$ cat src/hdl/hart_pkg.sv
package hart_pkg;

  typedef logic [31:0] word_t;     // data, address and instruction words
  typedef logic [4:0]  reg_addr_t; // architectural register index
  typedef logic [3:0]  alu_op_t;   // ALU operation select
  typedef logic [6:0]  opcode_t;   // major opcode, inst[6:0]
  typedef logic [2:0]  funct3_t;   // minor function field, inst[14:12]

  // major opcodes of the supported subset
  localparam opcode_t OPC_OP     = 7'b0110011;
  localparam opcode_t OPC_OP_IMM = 7'b0010011;
  localparam opcode_t OPC_LUI    = 7'b0110111;
  localparam opcode_t OPC_LOAD   = 7'b0000011;
  localparam opcode_t OPC_STORE  = 7'b0100011;
  localparam opcode_t OPC_BRANCH = 7'b1100011;
  localparam opcode_t OPC_SYSTEM = 7'b1110011; // only ebreak is expected here

  // funct3 values for the integer operations
  localparam funct3_t F3_ADD_SUB = 3'b000; // inst[30] picks sub for register ops
  localparam funct3_t F3_SLL     = 3'b001;
  localparam funct3_t F3_SLT     = 3'b010;
  localparam funct3_t F3_XOR     = 3'b100;
  localparam funct3_t F3_SRL     = 3'b101;
  localparam funct3_t F3_OR      = 3'b110;
  localparam funct3_t F3_AND     = 3'b111;
  localparam funct3_t F3_WORD    = 3'b010; // lw and sw, the only widths kept
  localparam funct3_t F3_BEQ     = 3'b000;
  localparam funct3_t F3_BNE     = 3'b001;

  // ALU operation codes, decoded once in the control module
  localparam alu_op_t ALU_ADD    = 4'd0;
  localparam alu_op_t ALU_SUB    = 4'd1;
  localparam alu_op_t ALU_AND    = 4'd2;
  localparam alu_op_t ALU_OR     = 4'd3;
  localparam alu_op_t ALU_XOR    = 4'd4;
  localparam alu_op_t ALU_SLT    = 4'd5;
  localparam alu_op_t ALU_SLL    = 4'd6;
  localparam alu_op_t ALU_SRL    = 4'd7;
  localparam alu_op_t ALU_PASS_B = 4'd8; // lui passes the upper immediate through

  localparam word_t RESET_ADDR  = 32'h0000_0000; // first fetch after reset
  localparam word_t NOP_INST    = 32'h0000_0013; // addi x0, x0, 0 fills bubbles
  localparam word_t EBREAK_INST = 32'h0010_0073;

endpackage
$ cat src/hdl/hart.sv
`timescale 1ns/100ps

module hart (
  input  logic               i_clk,
  input  logic               i_rst,
  output hart_pkg::word_t    o_imem_raddr,
  input  hart_pkg::word_t    i_imem_rdata,
  output hart_pkg::word_t    o_dmem_addr,
  output hart_pkg::word_t    o_dmem_wdata,
  output logic               o_dmem_ren,
  output logic               o_dmem_wen,
  input  hart_pkg::word_t    i_dmem_rdata,
  output logic               o_retire_valid,
  output logic               o_retire_halt,
  output hart_pkg::word_t    o_retire_inst,
  output hart_pkg::word_t    o_retire_pc,
  output hart_pkg::word_t    o_retire_rd_wdata,
  output hart_pkg::reg_addr_t o_retire_rd_waddr
);
  import hart_pkg::*;

  // decode stage, out of the IF/ID register
  word_t     id_inst, id_pc;
  logic      id_valid;
  word_t     rs1_rdata, rs2_rdata;

  // control word and hazard status from the decoder
  logic      stall;
  alu_op_t   alu_op;
  word_t     imm;
  logic      use_imm, reg_wen, mem_read, mem_write, branch, branch_ne;
  reg_addr_t rd;

  // execute stage results heading into EX/MEM
  logic      redirect;
  word_t     target;
  reg_addr_t ex_rd, mem_rd, wb_waddr;
  logic      ex_wen, mem_wen, wb_wen;
  word_t     ex_alu_result, ex_store_data, ex_inst, ex_pc;
  logic      ex_valid, ex_mem_read, ex_mem_write;
  word_t     wb_wdata;

  pipe_control u_pipe_control (
    .i_id_inst(id_inst), .i_id_valid(id_valid),
    .i_ex_rd(ex_rd),     .i_ex_wen(ex_wen),
    .i_mem_rd(mem_rd),   .i_mem_wen(mem_wen),
    .o_stall(stall),     .o_alu_op(alu_op), .o_imm(imm), .o_use_imm(use_imm),
    .o_reg_wen(reg_wen), .o_mem_read(mem_read), .o_mem_write(mem_write),
    .o_branch(branch),   .o_branch_ne(branch_ne), .o_rd(rd)
  );

  fetch_stage u_fetch_stage (
    .i_clk(i_clk), .i_rst(i_rst), .i_stall(stall),
    .i_redirect(redirect), .i_target(target), .i_imem_rdata(i_imem_rdata),
    .o_imem_raddr(o_imem_raddr), .o_id_inst(id_inst), .o_id_pc(id_pc),
    .o_id_valid(id_valid)
  );

  reg_file u_reg_file (
    .i_clk(i_clk), .i_rst(i_rst),
    .i_rs1_raddr(id_inst[19:15]), .i_rs2_raddr(id_inst[24:20]),
    .i_rd_waddr(wb_waddr), .i_rd_wen(wb_wen), .i_rd_wdata(wb_wdata),
    .o_rs1_rdata(rs1_rdata), .o_rs2_rdata(rs2_rdata)
  );

  execute_stage u_execute_stage (
    .i_clk(i_clk), .i_rst(i_rst), .i_stall(stall),
    .i_id_pc(id_pc), .i_id_inst(id_inst), .i_id_valid(id_valid),
    .i_rs1_rdata(rs1_rdata), .i_rs2_rdata(rs2_rdata),
    .i_alu_op(alu_op), .i_imm(imm), .i_use_imm(use_imm), .i_reg_wen(reg_wen),
    .i_mem_read(mem_read), .i_mem_write(mem_write),
    .i_branch(branch), .i_branch_ne(branch_ne), .i_rd(rd),
    .o_redirect(redirect), .o_target(target), .o_ex_rd(ex_rd), .o_ex_wen(ex_wen),
    .o_alu_result(ex_alu_result), .o_store_data(ex_store_data),
    .o_inst(ex_inst), .o_pc(ex_pc), .o_valid(ex_valid),
    .o_mem_read(ex_mem_read), .o_mem_write(ex_mem_write)
  );

  mem_wb_stage u_mem_wb_stage (
    .i_clk(i_clk), .i_rst(i_rst),
    .i_valid(ex_valid), .i_inst(ex_inst), .i_pc(ex_pc),
    .i_alu_result(ex_alu_result), .i_store_data(ex_store_data),
    .i_mem_read(ex_mem_read), .i_mem_write(ex_mem_write),
    .i_rd(ex_rd), .i_reg_wen(ex_wen), .i_dmem_rdata(i_dmem_rdata),
    .o_dmem_addr(o_dmem_addr), .o_dmem_ren(o_dmem_ren),
    .o_dmem_wen(o_dmem_wen), .o_dmem_wdata(o_dmem_wdata),
    .o_mem_rd(mem_rd), .o_mem_wen(mem_wen),
    .o_wb_waddr(wb_waddr), .o_wb_wen(wb_wen), .o_wb_wdata(wb_wdata),
    .o_retire_valid(o_retire_valid), .o_retire_halt(o_retire_halt),
    .o_retire_inst(o_retire_inst), .o_retire_pc(o_retire_pc),
    .o_retire_rd_waddr(o_retire_rd_waddr), .o_retire_rd_wdata(o_retire_rd_wdata)
  );

endmodule

$ cat src/hdl/mem_wb_stage.sv
`timescale 1ns/100ps

module mem_wb_stage (
  input  logic                i_clk,
  input  logic                i_rst,
  input  logic                i_valid,
  input  hart_pkg::word_t     i_inst,
  input  hart_pkg::word_t     i_pc,
  input  hart_pkg::word_t     i_alu_result,
  input  hart_pkg::word_t     i_store_data,
  input  logic                i_mem_read,
  input  logic                i_mem_write,
  input  hart_pkg::reg_addr_t i_rd,
  input  logic                i_reg_wen,
  input  hart_pkg::word_t     i_dmem_rdata,
  output hart_pkg::word_t     o_dmem_addr,
  output logic                o_dmem_ren,
  output logic                o_dmem_wen,
  output hart_pkg::word_t     o_dmem_wdata,
  output hart_pkg::reg_addr_t o_mem_rd,
  output logic                o_mem_wen,
  output hart_pkg::reg_addr_t o_wb_waddr,
  output logic                o_wb_wen,
  output hart_pkg::word_t     o_wb_wdata,
  output logic                o_retire_valid,
  output logic                o_retire_halt,
  output hart_pkg::word_t     o_retire_inst,
  output hart_pkg::word_t     o_retire_pc,
  output hart_pkg::reg_addr_t o_retire_rd_waddr,
  output hart_pkg::word_t     o_retire_rd_wdata
);
  import hart_pkg::*;

  logic      mem_valid, wb_is_load;
  word_t     mem_inst, mem_pc;
  word_t     wb_alu, wb_load;
  reg_addr_t wb_rd;

  always_ff @(posedge i_clk) begin
    if (i_rst) begin
      mem_valid      <= 1'b0;
      o_dmem_ren     <= 1'b0;
      o_dmem_wen     <= 1'b0;
      o_mem_wen      <= 1'b0;
      mem_inst       <= NOP_INST;
      o_retire_valid <= 1'b0;
      o_wb_wen       <= 1'b0;
      wb_is_load     <= 1'b0;
      o_retire_inst  <= NOP_INST;
    end else begin
      mem_valid      <= i_valid;        // EX/MEM
      o_dmem_ren     <= i_mem_read;
      o_dmem_wen     <= i_mem_write;
      o_mem_wen      <= i_reg_wen;
      mem_inst       <= i_inst;
      o_retire_valid <= mem_valid;      // MEM/WB
      o_wb_wen       <= o_mem_wen;
      wb_is_load     <= o_dmem_ren;
      o_retire_inst  <= mem_inst;
    end
  end

  always_ff @(posedge i_clk) begin
    o_dmem_addr  <= i_alu_result;
    o_dmem_wdata <= i_store_data;
    o_mem_rd     <= i_rd;
    mem_pc       <= i_pc;
    wb_alu       <= o_dmem_addr;    // the ALU result rides along as the address
    wb_load      <= i_dmem_rdata;   // load word captured as it comes back
    wb_rd        <= o_mem_rd;
    o_retire_pc  <= mem_pc;
  end

  // instructions that write nothing report x0 as their destination
  assign o_wb_waddr = o_wb_wen ? wb_rd : 5'd0;
  assign o_wb_wdata = wb_is_load ? wb_load : wb_alu;

  assign o_retire_halt     = o_retire_valid && (o_retire_inst == EBREAK_INST);
  assign o_retire_rd_waddr = o_wb_waddr;
  assign o_retire_rd_wdata = o_wb_wdata;

endmodule

$ cat src/hdl/execute_stage.sv
`timescale 1ns/100ps

module execute_stage (
  input  logic                i_clk,
  input  logic                i_rst,
  input  logic                i_stall,
  input  hart_pkg::word_t     i_id_pc,
  input  hart_pkg::word_t     i_id_inst,
  input  logic                i_id_valid,
  input  hart_pkg::word_t     i_rs1_rdata,
  input  hart_pkg::word_t     i_rs2_rdata,
  input  hart_pkg::alu_op_t   i_alu_op,
  input  hart_pkg::word_t     i_imm,
  input  logic                i_use_imm,
  input  logic                i_reg_wen,
  input  logic                i_mem_read,
  input  logic                i_mem_write,
  input  logic                i_branch,
  input  logic                i_branch_ne,
  input  hart_pkg::reg_addr_t i_rd,
  output logic                o_redirect,
  output hart_pkg::word_t     o_target,
  output hart_pkg::reg_addr_t o_ex_rd,
  output logic                o_ex_wen,
  output hart_pkg::word_t     o_alu_result,
  output hart_pkg::word_t     o_store_data,
  output hart_pkg::word_t     o_inst,
  output hart_pkg::word_t     o_pc,
  output logic                o_valid,
  output logic                o_mem_read,
  output logic                o_mem_write
);
  import hart_pkg::*;

  logic    bubble;
  logic    ex_branch, ex_branch_ne, ex_use_imm;
  alu_op_t ex_alu_op;
  word_t   ex_rs1, ex_rs2, ex_imm, op_b;

  // a stalled decode or a squashed younger slot both enter as a bubble
  assign bubble = i_stall || o_redirect;

  always_ff @(posedge i_clk) begin
    if (i_rst || bubble) begin
      o_valid      <= 1'b0;
      o_ex_wen     <= 1'b0;
      o_mem_read   <= 1'b0;
      o_mem_write  <= 1'b0;
      ex_branch    <= 1'b0;
      ex_branch_ne <= 1'b0;
      o_inst       <= NOP_INST;
    end else begin
      o_valid      <= i_id_valid;
      o_ex_wen     <= i_reg_wen; // decoder already clears this for invalid slots
      o_mem_read   <= i_mem_read;
      o_mem_write  <= i_mem_write;
      ex_branch    <= i_branch;
      ex_branch_ne <= i_branch_ne;
      o_inst       <= i_id_inst;
    end
  end

  always_ff @(posedge i_clk) begin
    o_pc       <= i_id_pc;
    o_ex_rd    <= i_rd;
    ex_rs1     <= i_rs1_rdata;
    ex_rs2     <= i_rs2_rdata;
    ex_imm     <= i_imm;
    ex_alu_op  <= i_alu_op;
    ex_use_imm <= i_use_imm;
  end

  assign op_b         = ex_use_imm ? ex_imm : ex_rs2;
  assign o_store_data = ex_rs2; // sw data comes straight from rs2

  always_comb begin
    case (ex_alu_op)
      ALU_ADD:    o_alu_result = ex_rs1 + op_b;
      ALU_SUB:    o_alu_result = ex_rs1 - op_b;
      ALU_AND:    o_alu_result = ex_rs1 & op_b;
      ALU_OR:     o_alu_result = ex_rs1 | op_b;
      ALU_XOR:    o_alu_result = ex_rs1 ^ op_b;
      ALU_SLT:    o_alu_result = {31'd0, $signed(ex_rs1) < $signed(op_b)};
      ALU_SLL:    o_alu_result = ex_rs1 << op_b[4:0];
      ALU_SRL:    o_alu_result = ex_rs1 >> op_b[4:0];
      ALU_PASS_B: o_alu_result = op_b;
      default:    o_alu_result = '0;
    endcase
  end

  // beq takes on equal operands, bne on unequal
  assign o_redirect = ex_branch && ((ex_rs1 == ex_rs2) != ex_branch_ne);
  assign o_target   = o_pc + ex_imm;

endmodule

$ cat src/hdl/reg_file.sv
`timescale 1ns/100ps

module reg_file (
  input  logic                i_clk,
  input  logic                i_rst,
  input  hart_pkg::reg_addr_t i_rs1_raddr,
  input  hart_pkg::reg_addr_t i_rs2_raddr,
  input  hart_pkg::reg_addr_t i_rd_waddr,
  input  logic                i_rd_wen,
  input  hart_pkg::word_t     i_rd_wdata,
  output hart_pkg::word_t     o_rs1_rdata,
  output hart_pkg::word_t     o_rs2_rdata
);
  import hart_pkg::*;

  word_t regs [32]; // entry 0 is never written

  always_ff @(posedge i_clk) begin
    if (i_rst) begin
      for (int i = 0; i < 32; i++) regs[i] <= '0;
    end else if (i_rd_wen && i_rd_waddr != 5'd0) begin
      regs[i_rd_waddr] <= i_rd_wdata;
    end
  end

  // a write in this cycle is seen by decode, which closes the writeback hazard
  assign o_rs1_rdata = (i_rs1_raddr == 5'd0) ? '0 :
                       (i_rd_wen && i_rd_waddr == i_rs1_raddr) ? i_rd_wdata : regs[i_rs1_raddr];
  assign o_rs2_rdata = (i_rs2_raddr == 5'd0) ? '0 :
                       (i_rd_wen && i_rd_waddr == i_rs2_raddr) ? i_rd_wdata : regs[i_rs2_raddr];

endmodule

$ cat src/hdl/fetch_stage.sv
`timescale 1ns/100ps

module fetch_stage (
  input  logic            i_clk,
  input  logic            i_rst,
  input  logic            i_stall,
  input  logic            i_redirect,
  input  hart_pkg::word_t i_target,
  input  hart_pkg::word_t i_imem_rdata,
  output hart_pkg::word_t o_imem_raddr,
  output hart_pkg::word_t o_id_inst,
  output hart_pkg::word_t o_id_pc,
  output logic            o_id_valid
);
  import hart_pkg::*;

  word_t pc_q;

  assign o_imem_raddr = pc_q; // imem answers in the same cycle

  always_ff @(posedge i_clk) begin
    if (i_rst) begin
      pc_q       <= RESET_ADDR;
      o_id_valid <= 1'b0;
      o_id_inst  <= NOP_INST;
    end else if (i_redirect) begin // a taken branch beats a stall
      pc_q       <= i_target;
      o_id_valid <= 1'b0;          // squash the wrong-path fetch
      o_id_inst  <= NOP_INST;
    end else if (!i_stall) begin
      pc_q       <= pc_q + 32'd4;
      o_id_valid <= 1'b1;
      o_id_inst  <= i_imem_rdata;
    end
  end

  always_ff @(posedge i_clk) begin
    if (!i_stall) o_id_pc <= pc_q; // only meaningful while o_id_valid is high
  end

endmodule

$ cat src/hdl/pipe_control.sv
`timescale 1ns/100ps

module pipe_control (
  input  hart_pkg::word_t     i_id_inst,
  input  logic                i_id_valid,
  input  hart_pkg::reg_addr_t i_ex_rd,
  input  logic                i_ex_wen,
  input  hart_pkg::reg_addr_t i_mem_rd,
  input  logic                i_mem_wen,
  output logic                o_stall,
  output hart_pkg::alu_op_t   o_alu_op,
  output hart_pkg::word_t     o_imm,
  output logic                o_use_imm,
  output logic                o_reg_wen,
  output logic                o_mem_read,
  output logic                o_mem_write,
  output logic                o_branch,
  output logic                o_branch_ne,
  output hart_pkg::reg_addr_t o_rd
);
  import hart_pkg::*;

  opcode_t   opcode;
  funct3_t   funct3;
  reg_addr_t rs1, rs2;
  word_t     imm_i, imm_s, imm_b, imm_u;
  logic      use_rs1, use_rs2;   // which source fields really name a register
  logic      rs1_hit, rs2_hit;

  assign opcode = i_id_inst[6:0];
  assign funct3 = i_id_inst[14:12];
  assign rs1    = i_id_inst[19:15];
  assign rs2    = i_id_inst[24:20];
  assign o_rd   = i_id_inst[11:7];

  // every immediate format except U is sign-extended from inst[31]
  assign imm_i = {{20{i_id_inst[31]}}, i_id_inst[31:20]};
  assign imm_s = {{20{i_id_inst[31]}}, i_id_inst[31:25], i_id_inst[11:7]};
  assign imm_b = {{19{i_id_inst[31]}}, i_id_inst[31], i_id_inst[7],
                  i_id_inst[30:25], i_id_inst[11:8], 1'b0};
  assign imm_u = {i_id_inst[31:12], 12'h000};

  always_comb begin
    o_alu_op    = ALU_ADD; // address adds for loads and stores use this default
    o_imm       = imm_i;
    o_use_imm   = 1'b0;
    o_reg_wen   = 1'b0;
    o_mem_read  = 1'b0;
    o_mem_write = 1'b0;
    o_branch    = 1'b0;
    o_branch_ne = 1'b0;
    use_rs1     = 1'b0;
    use_rs2     = 1'b0;
    if (i_id_valid) begin
      case (opcode)
        OPC_OP: begin
          use_rs1   = 1'b1;
          use_rs2   = 1'b1;
          o_reg_wen = 1'b1;
          case (funct3)
            F3_ADD_SUB: o_alu_op = i_id_inst[30] ? ALU_SUB : ALU_ADD;
            F3_SLL:     o_alu_op = ALU_SLL;
            F3_SLT:     o_alu_op = ALU_SLT;
            F3_XOR:     o_alu_op = ALU_XOR;
            F3_SRL:     o_alu_op = ALU_SRL;
            F3_OR:      o_alu_op = ALU_OR;
            F3_AND:     o_alu_op = ALU_AND;
            default:    o_reg_wen = 1'b0; // sltu is not part of the subset
          endcase
        end
        OPC_OP_IMM: begin
          use_rs1   = 1'b1;
          o_use_imm = 1'b1;
          o_reg_wen = 1'b1;
          case (funct3)
            F3_ADD_SUB: o_alu_op = ALU_ADD;
            F3_SLT:     o_alu_op = ALU_SLT;
            F3_XOR:     o_alu_op = ALU_XOR;
            F3_OR:      o_alu_op = ALU_OR;
            F3_AND:     o_alu_op = ALU_AND;
            default:    o_reg_wen = 1'b0; // immediate shifts retire as a nop
          endcase
        end
        OPC_LUI: begin
          o_imm     = imm_u;
          o_use_imm = 1'b1;
          o_alu_op  = ALU_PASS_B;
          o_reg_wen = 1'b1;
        end
        OPC_LOAD: begin
          use_rs1    = (funct3 == F3_WORD);
          o_use_imm  = 1'b1;
          o_mem_read = (funct3 == F3_WORD); // byte and half loads do nothing
          o_reg_wen  = (funct3 == F3_WORD);
        end
        OPC_STORE: begin
          use_rs1     = (funct3 == F3_WORD);
          use_rs2     = (funct3 == F3_WORD);
          o_imm       = imm_s;
          o_use_imm   = 1'b1;
          o_mem_write = (funct3 == F3_WORD);
        end
        OPC_BRANCH: begin
          o_imm       = imm_b;
          o_branch    = (funct3 == F3_BEQ) || (funct3 == F3_BNE);
          o_branch_ne = (funct3 == F3_BNE);
          use_rs1     = o_branch;
          use_rs2     = o_branch;
        end
        default:    o_reg_wen = 1'b0; // ebreak flows as a nop and writeback flags the halt
      endcase
    end
  end

  // no forwarding, so wait until the producer reaches writeback
  assign rs1_hit = (rs1 != 5'd0) &&
                   ((i_ex_wen && rs1 == i_ex_rd) || (i_mem_wen && rs1 == i_mem_rd));
  assign rs2_hit = (rs2 != 5'd0) &&
                   ((i_ex_wen && rs2 == i_ex_rd) || (i_mem_wen && rs2 == i_mem_rd));

  assign o_stall = (use_rs1 && rs1_hit) || (use_rs2 && rs2_hit);

endmodule

$ cat config.mk
export PLATFORM = sky130hd
export DESIGN_NAME = hart
export DESIGN_NICKNAME = d
export VERILOG_FILES = /design/src/hdl/hart_pkg.sv /design/src/hdl/hart.sv /design/src/hdl/mem_wb_stage.sv /design/src/hdl/execute_stage.sv /design/src/hdl/reg_file.sv /design/src/hdl/fetch_stage.sv /design/src/hdl/pipe_control.sv
export SDC_FILE = /design/constraint.sdc
export NUM_CORES = 2
export LEC_CHECK = 0
export BUFFER_PORTS_ARGS = -buffer_cell sky130_fd_sc_hd__buf_2
export CAP_MARGIN = 20
export CORE_ASPECT_RATIO = 1.1
export CORE_UTILIZATION = 50
export DETAILED_ROUTE_END_ITERATION = 6
export PLACE_DENSITY = 0.71
export SLEW_MARGIN = 5
export SYNTH_ARGS = -nofsm -noshare
export SYNTH_HDL_FRONTEND = slang
export SYNTH_HIERARCHICAL = 1
export SYNTH_SLANG_ARGS = --single-unit
export TNS_END_PERCENT = 20
$ cat constraint.sdc
create_clock -name i_clk -period 6.7 [get_ports i_clk]
set_input_delay 0 -clock i_clk [delete_from_list [all_inputs] [get_ports i_clk]]
set_output_delay 0 -clock i_clk [all_outputs]
set_load 0.03 [all_outputs]
==> flow_metrics.env <==
export IMPL_outcome="finished, violations left"
export IMPL_violations="DRC"
export IMPL_htreeDepth=4
export IMPL_num_rows=154
export IMPL_syn2layout_area_growth_pct=11.3
export IMPL_netlist_instances=6645
export IMPL_yosys_warnings=6
export IMPL_critPathKind="register to register"
export IMPL_cts_root_buf="clkbuf_16"
export IMPL_io_pins=267
export IMPL_overflow=0
export IMPL_finalCriticalPeriod_ps=4670
export IMPL_initial_core_util_pct=50.6
export IMPL_required_ps=7360
export IMPL_seq_area_frac_synth_pct=51.6
export IMPL_whs_ps=49.9
export IMPL_io_buffers=266
export IMPL_hp_class="primary input to register"
export IMPL_hp_start="i_imem_rdata[24]"
export IMPL_largest_register_ffs=1024
export IMPL_grt_usage_pct=36.0
export IMPL_tightest_slew_ps=1250
export IMPL_tns_ps=0
export IMPL_drt_pass1_iter_count=7
export IMPL_muxShareOfSynthArea_pct=17.1
export IMPL_cts_tree="done"
export IMPL_r2r_cells=11
export IMPL_drt_iter0_drc=8324
export IMPL_max_cap_violations=0
export IMPL_drc=1
export IMPL_routedWlPerCell_um=33.2
export IMPL_hpwl_mm=196
export IMPL_synth_adder_area_share_pct=2.06
export IMPL_grt_pass1_vias=59195
export IMPL_synth_compound_area_share_pct=9.51
export IMPL_place_congestion=1.05
export IMPL_antenna_found_initial=24
export IMPL_skew_ps=42.9
export IMPL_maxSlewHeadroom_pct=16.3
export IMPL_top_register="u_reg_file/regs"
export IMPL_worstPathArrival_ps=5330
export IMPL_whs_endpoint="u_fetch_stage/o_id_inst[24]"
export IMPL_clkSinkCount=1570
export IMPL_synth_xor_area_share_pct=1.08
export IMPL_ir_drop_mv=0.272
export IMPL_cts_buffer_depth=3
export IMPL_fin_crit_sh_pct=69.7
export IMPL_avgSynthCellArea_um2=12.3
export IMPL_drive_gt1_share_pct=19.4
export IMPL_r2r_slack_ps=2030
export IMPL_final_core_util_pct=56.3
export IMPL_viasPerCell=6.70
export IMPL_synth_edff_count=1056
export IMPL_hold_violations=0
export IMPL_fmax_ghz=0.214
export IMPL_synth_simple_area_share_pct=14.5
export IMPL_r2r_start="u_execute_stage/ex_use_imm"
export IMPL_drt_total_wl_mm=300
export IMPL_die_x_um=387
export IMPL_async_flop_share_pct=0
export IMPL_holdPathStages=4
export IMPL_yosysUniqueCellTypes=113
export IMPL_leakagePower_nw=34.1
export IMPL_end_kind="register"
export IMPL_fp_dieH_um=425
export IMPL_clk_insertion_delay_late_ps=830
export IMPL_vias=60472
export IMPL_core_um2=161000
export IMPL_synth_top_family_by_area="multiplexers"
export IMPL_dieArea_um2=164000
export IMPL_numCtsBuffers=162
export IMPL_grt_pass1_wl_mm=425
export IMPL_synth_flop_cell="edfxtp_1"
export IMPL_r2r_end="u_mem_wb_stage/o_dmem_addr[23]"
export IMPL_ant_nets=0
export IMPL_ys_ff_latch=1570
export IMPL_rsz0062_at_grt="false"
export IMPL_setup_viol=0
export IMPL_power_per_cell_area_nw_per_um2=289
export IMPL_cp_max_fo=32
export IMPL_fin_nets=6972
export IMPL_power_mw=26.2
export IMPL_report_final_slew_viol_count=0
export IMPL_grt_max_degree=107
export IMPL_crit_path_start_kind="register"
export IMPL_synth_area_um2=81400
export IMPL_cts_clk_slew_worst_paths_ps=70
-- how the worst max path moves through the flow --
stage | startpoint | end | cells after the start
6_report | u_execute_stage/ex_use_imm | u_mem_wb_stage/o_dmem_addr[23] | 11
5_1_grt | u_execute_stage/ex_use_imm | u_mem_wb_stage/o_dmem_addr[23] | 11
4_1_cts | u_execute_stage/ex_use_imm | u_mem_wb_stage/o_dmem_addr[23] | 11
3_5_place_dp | u_execute_stage/ex_use_imm | u_mem_wb_stage/o_dmem_addr[23] | 11
3_3_place_gp | u_execute_stage/ex_use_imm | u_mem_wb_stage/o_dmem_addr[30] | 12
2_1_floorplan | u_execute_stage/ex_use_imm | u_mem_wb_stage/o_dmem_addr[28] | 15
-- Yosys cell counts, types with 103 or more instances --
cell | n | area [um2]
ha_1 | 129 | 1610
o22ai_1 | 114 | 713
mux4_2 | 386 | 8690
nor2b_1 | 103 | 644
edfxtp_1 | 1056 | 31700
dfxtp_1 | 514 | 10300
inv_1 | 114 | 428
nand2_1 | 250 | 938
and2_1 | 1043 | 6530
mux2_2 | 124 | 1400
a21oi_1 | 179 | 896
nor2_1 | 319 | 1200
o21ai_0 | 169 | 846
mux2i_1 | 383 | 3830
clkbuf_1 | 392 | 1470
-- worst max-delay path: stages, from the launching register on --
cell and delay [ps]:
dfxtp_2 420, buf_4 500, mux2i_1 400, ha_1 400
inv_1 260, nand2_1 160, nor4_1 710, nand3b_1 170
o211ai_1 390, xor2_1 120, a2111oi_0 780, nand3_1 150
-- per-layer routing --
| metal | vias up | routed length [um] | global-route usage, % |
|---|---|---|---|
| li1 | 25038 | - | - |
| met1 | 30317 | 108000 | 44.6 |
| met2 | 4147 | 140000 | 57.7 |
| met3 | 950 | 33100 | 8.64 |
| met4 | 20 | 18600 | 20.6 |
| met5 | - | 128 | 0 |
-- per-stage QoR --
stage	cell area [um2]	setup WS (ps)	std cells
floorplan	81500	2560	6676
global placement	84100	2170	8588
detailed placement	84100	2160	8591
CTS	90500	2100	9008
global route	90600	1740	9012
finish	90600	2030	9030
-- cell families (layout without fill, tap and decap cells) --
family / Yosys count / after routing
flops: 1570 / 1570
buf+inv: 738 / 966
fa+ha+maj: 132 / 132
simple gates: 2099 / 2099
compound gates: 1110 / 1110
mux: 895 / 895
other cells: 1 / 52
xor+xnor: 100 / 100
-- power breakdown --
| group | internal (mW) | switching [mW] | leakage [nW] |
|---|---|---|---|
| logic | 1.66 | 4.12 | 16.4 |
| registers | 10.9 | 0.643 | 15.2 |
| clock network | 4.99 | 3.93 | 2.55 |
-- layout make-up --
cell class / count / area, um2
fill: 13012 / 70300
sequential: 1570 / 42000
multi-input combinational: 4368 / 36300
clock buffer: 216 / 4590
timing repair buffer: 551 / 3890
tap: 2106 / 2640
clock inverter: 78 / 606
inverter: 121 / 454
antenna: 20 / 50.0
-- cell usage in the layout (no fill, tap or decap), types with 172 or more instances in the layout --
cell type     n
a21oi_1     179
and2_1     1042
buf_2       265
clkbuf_16   172
dfxtp_1     502
edfxtp_1   1056
mux2i_1     379
mux4_2      386
nand2_1     248
nor2_1      284
-- what timing repair did --
item	4_1_cts	5_1_grt
resized for setup	0	0
hold buffers	123	0
setup buffers	0	0
endpoints found under the hold margin	95	0
Note: power is estimated with default switching activity, not from simulation.
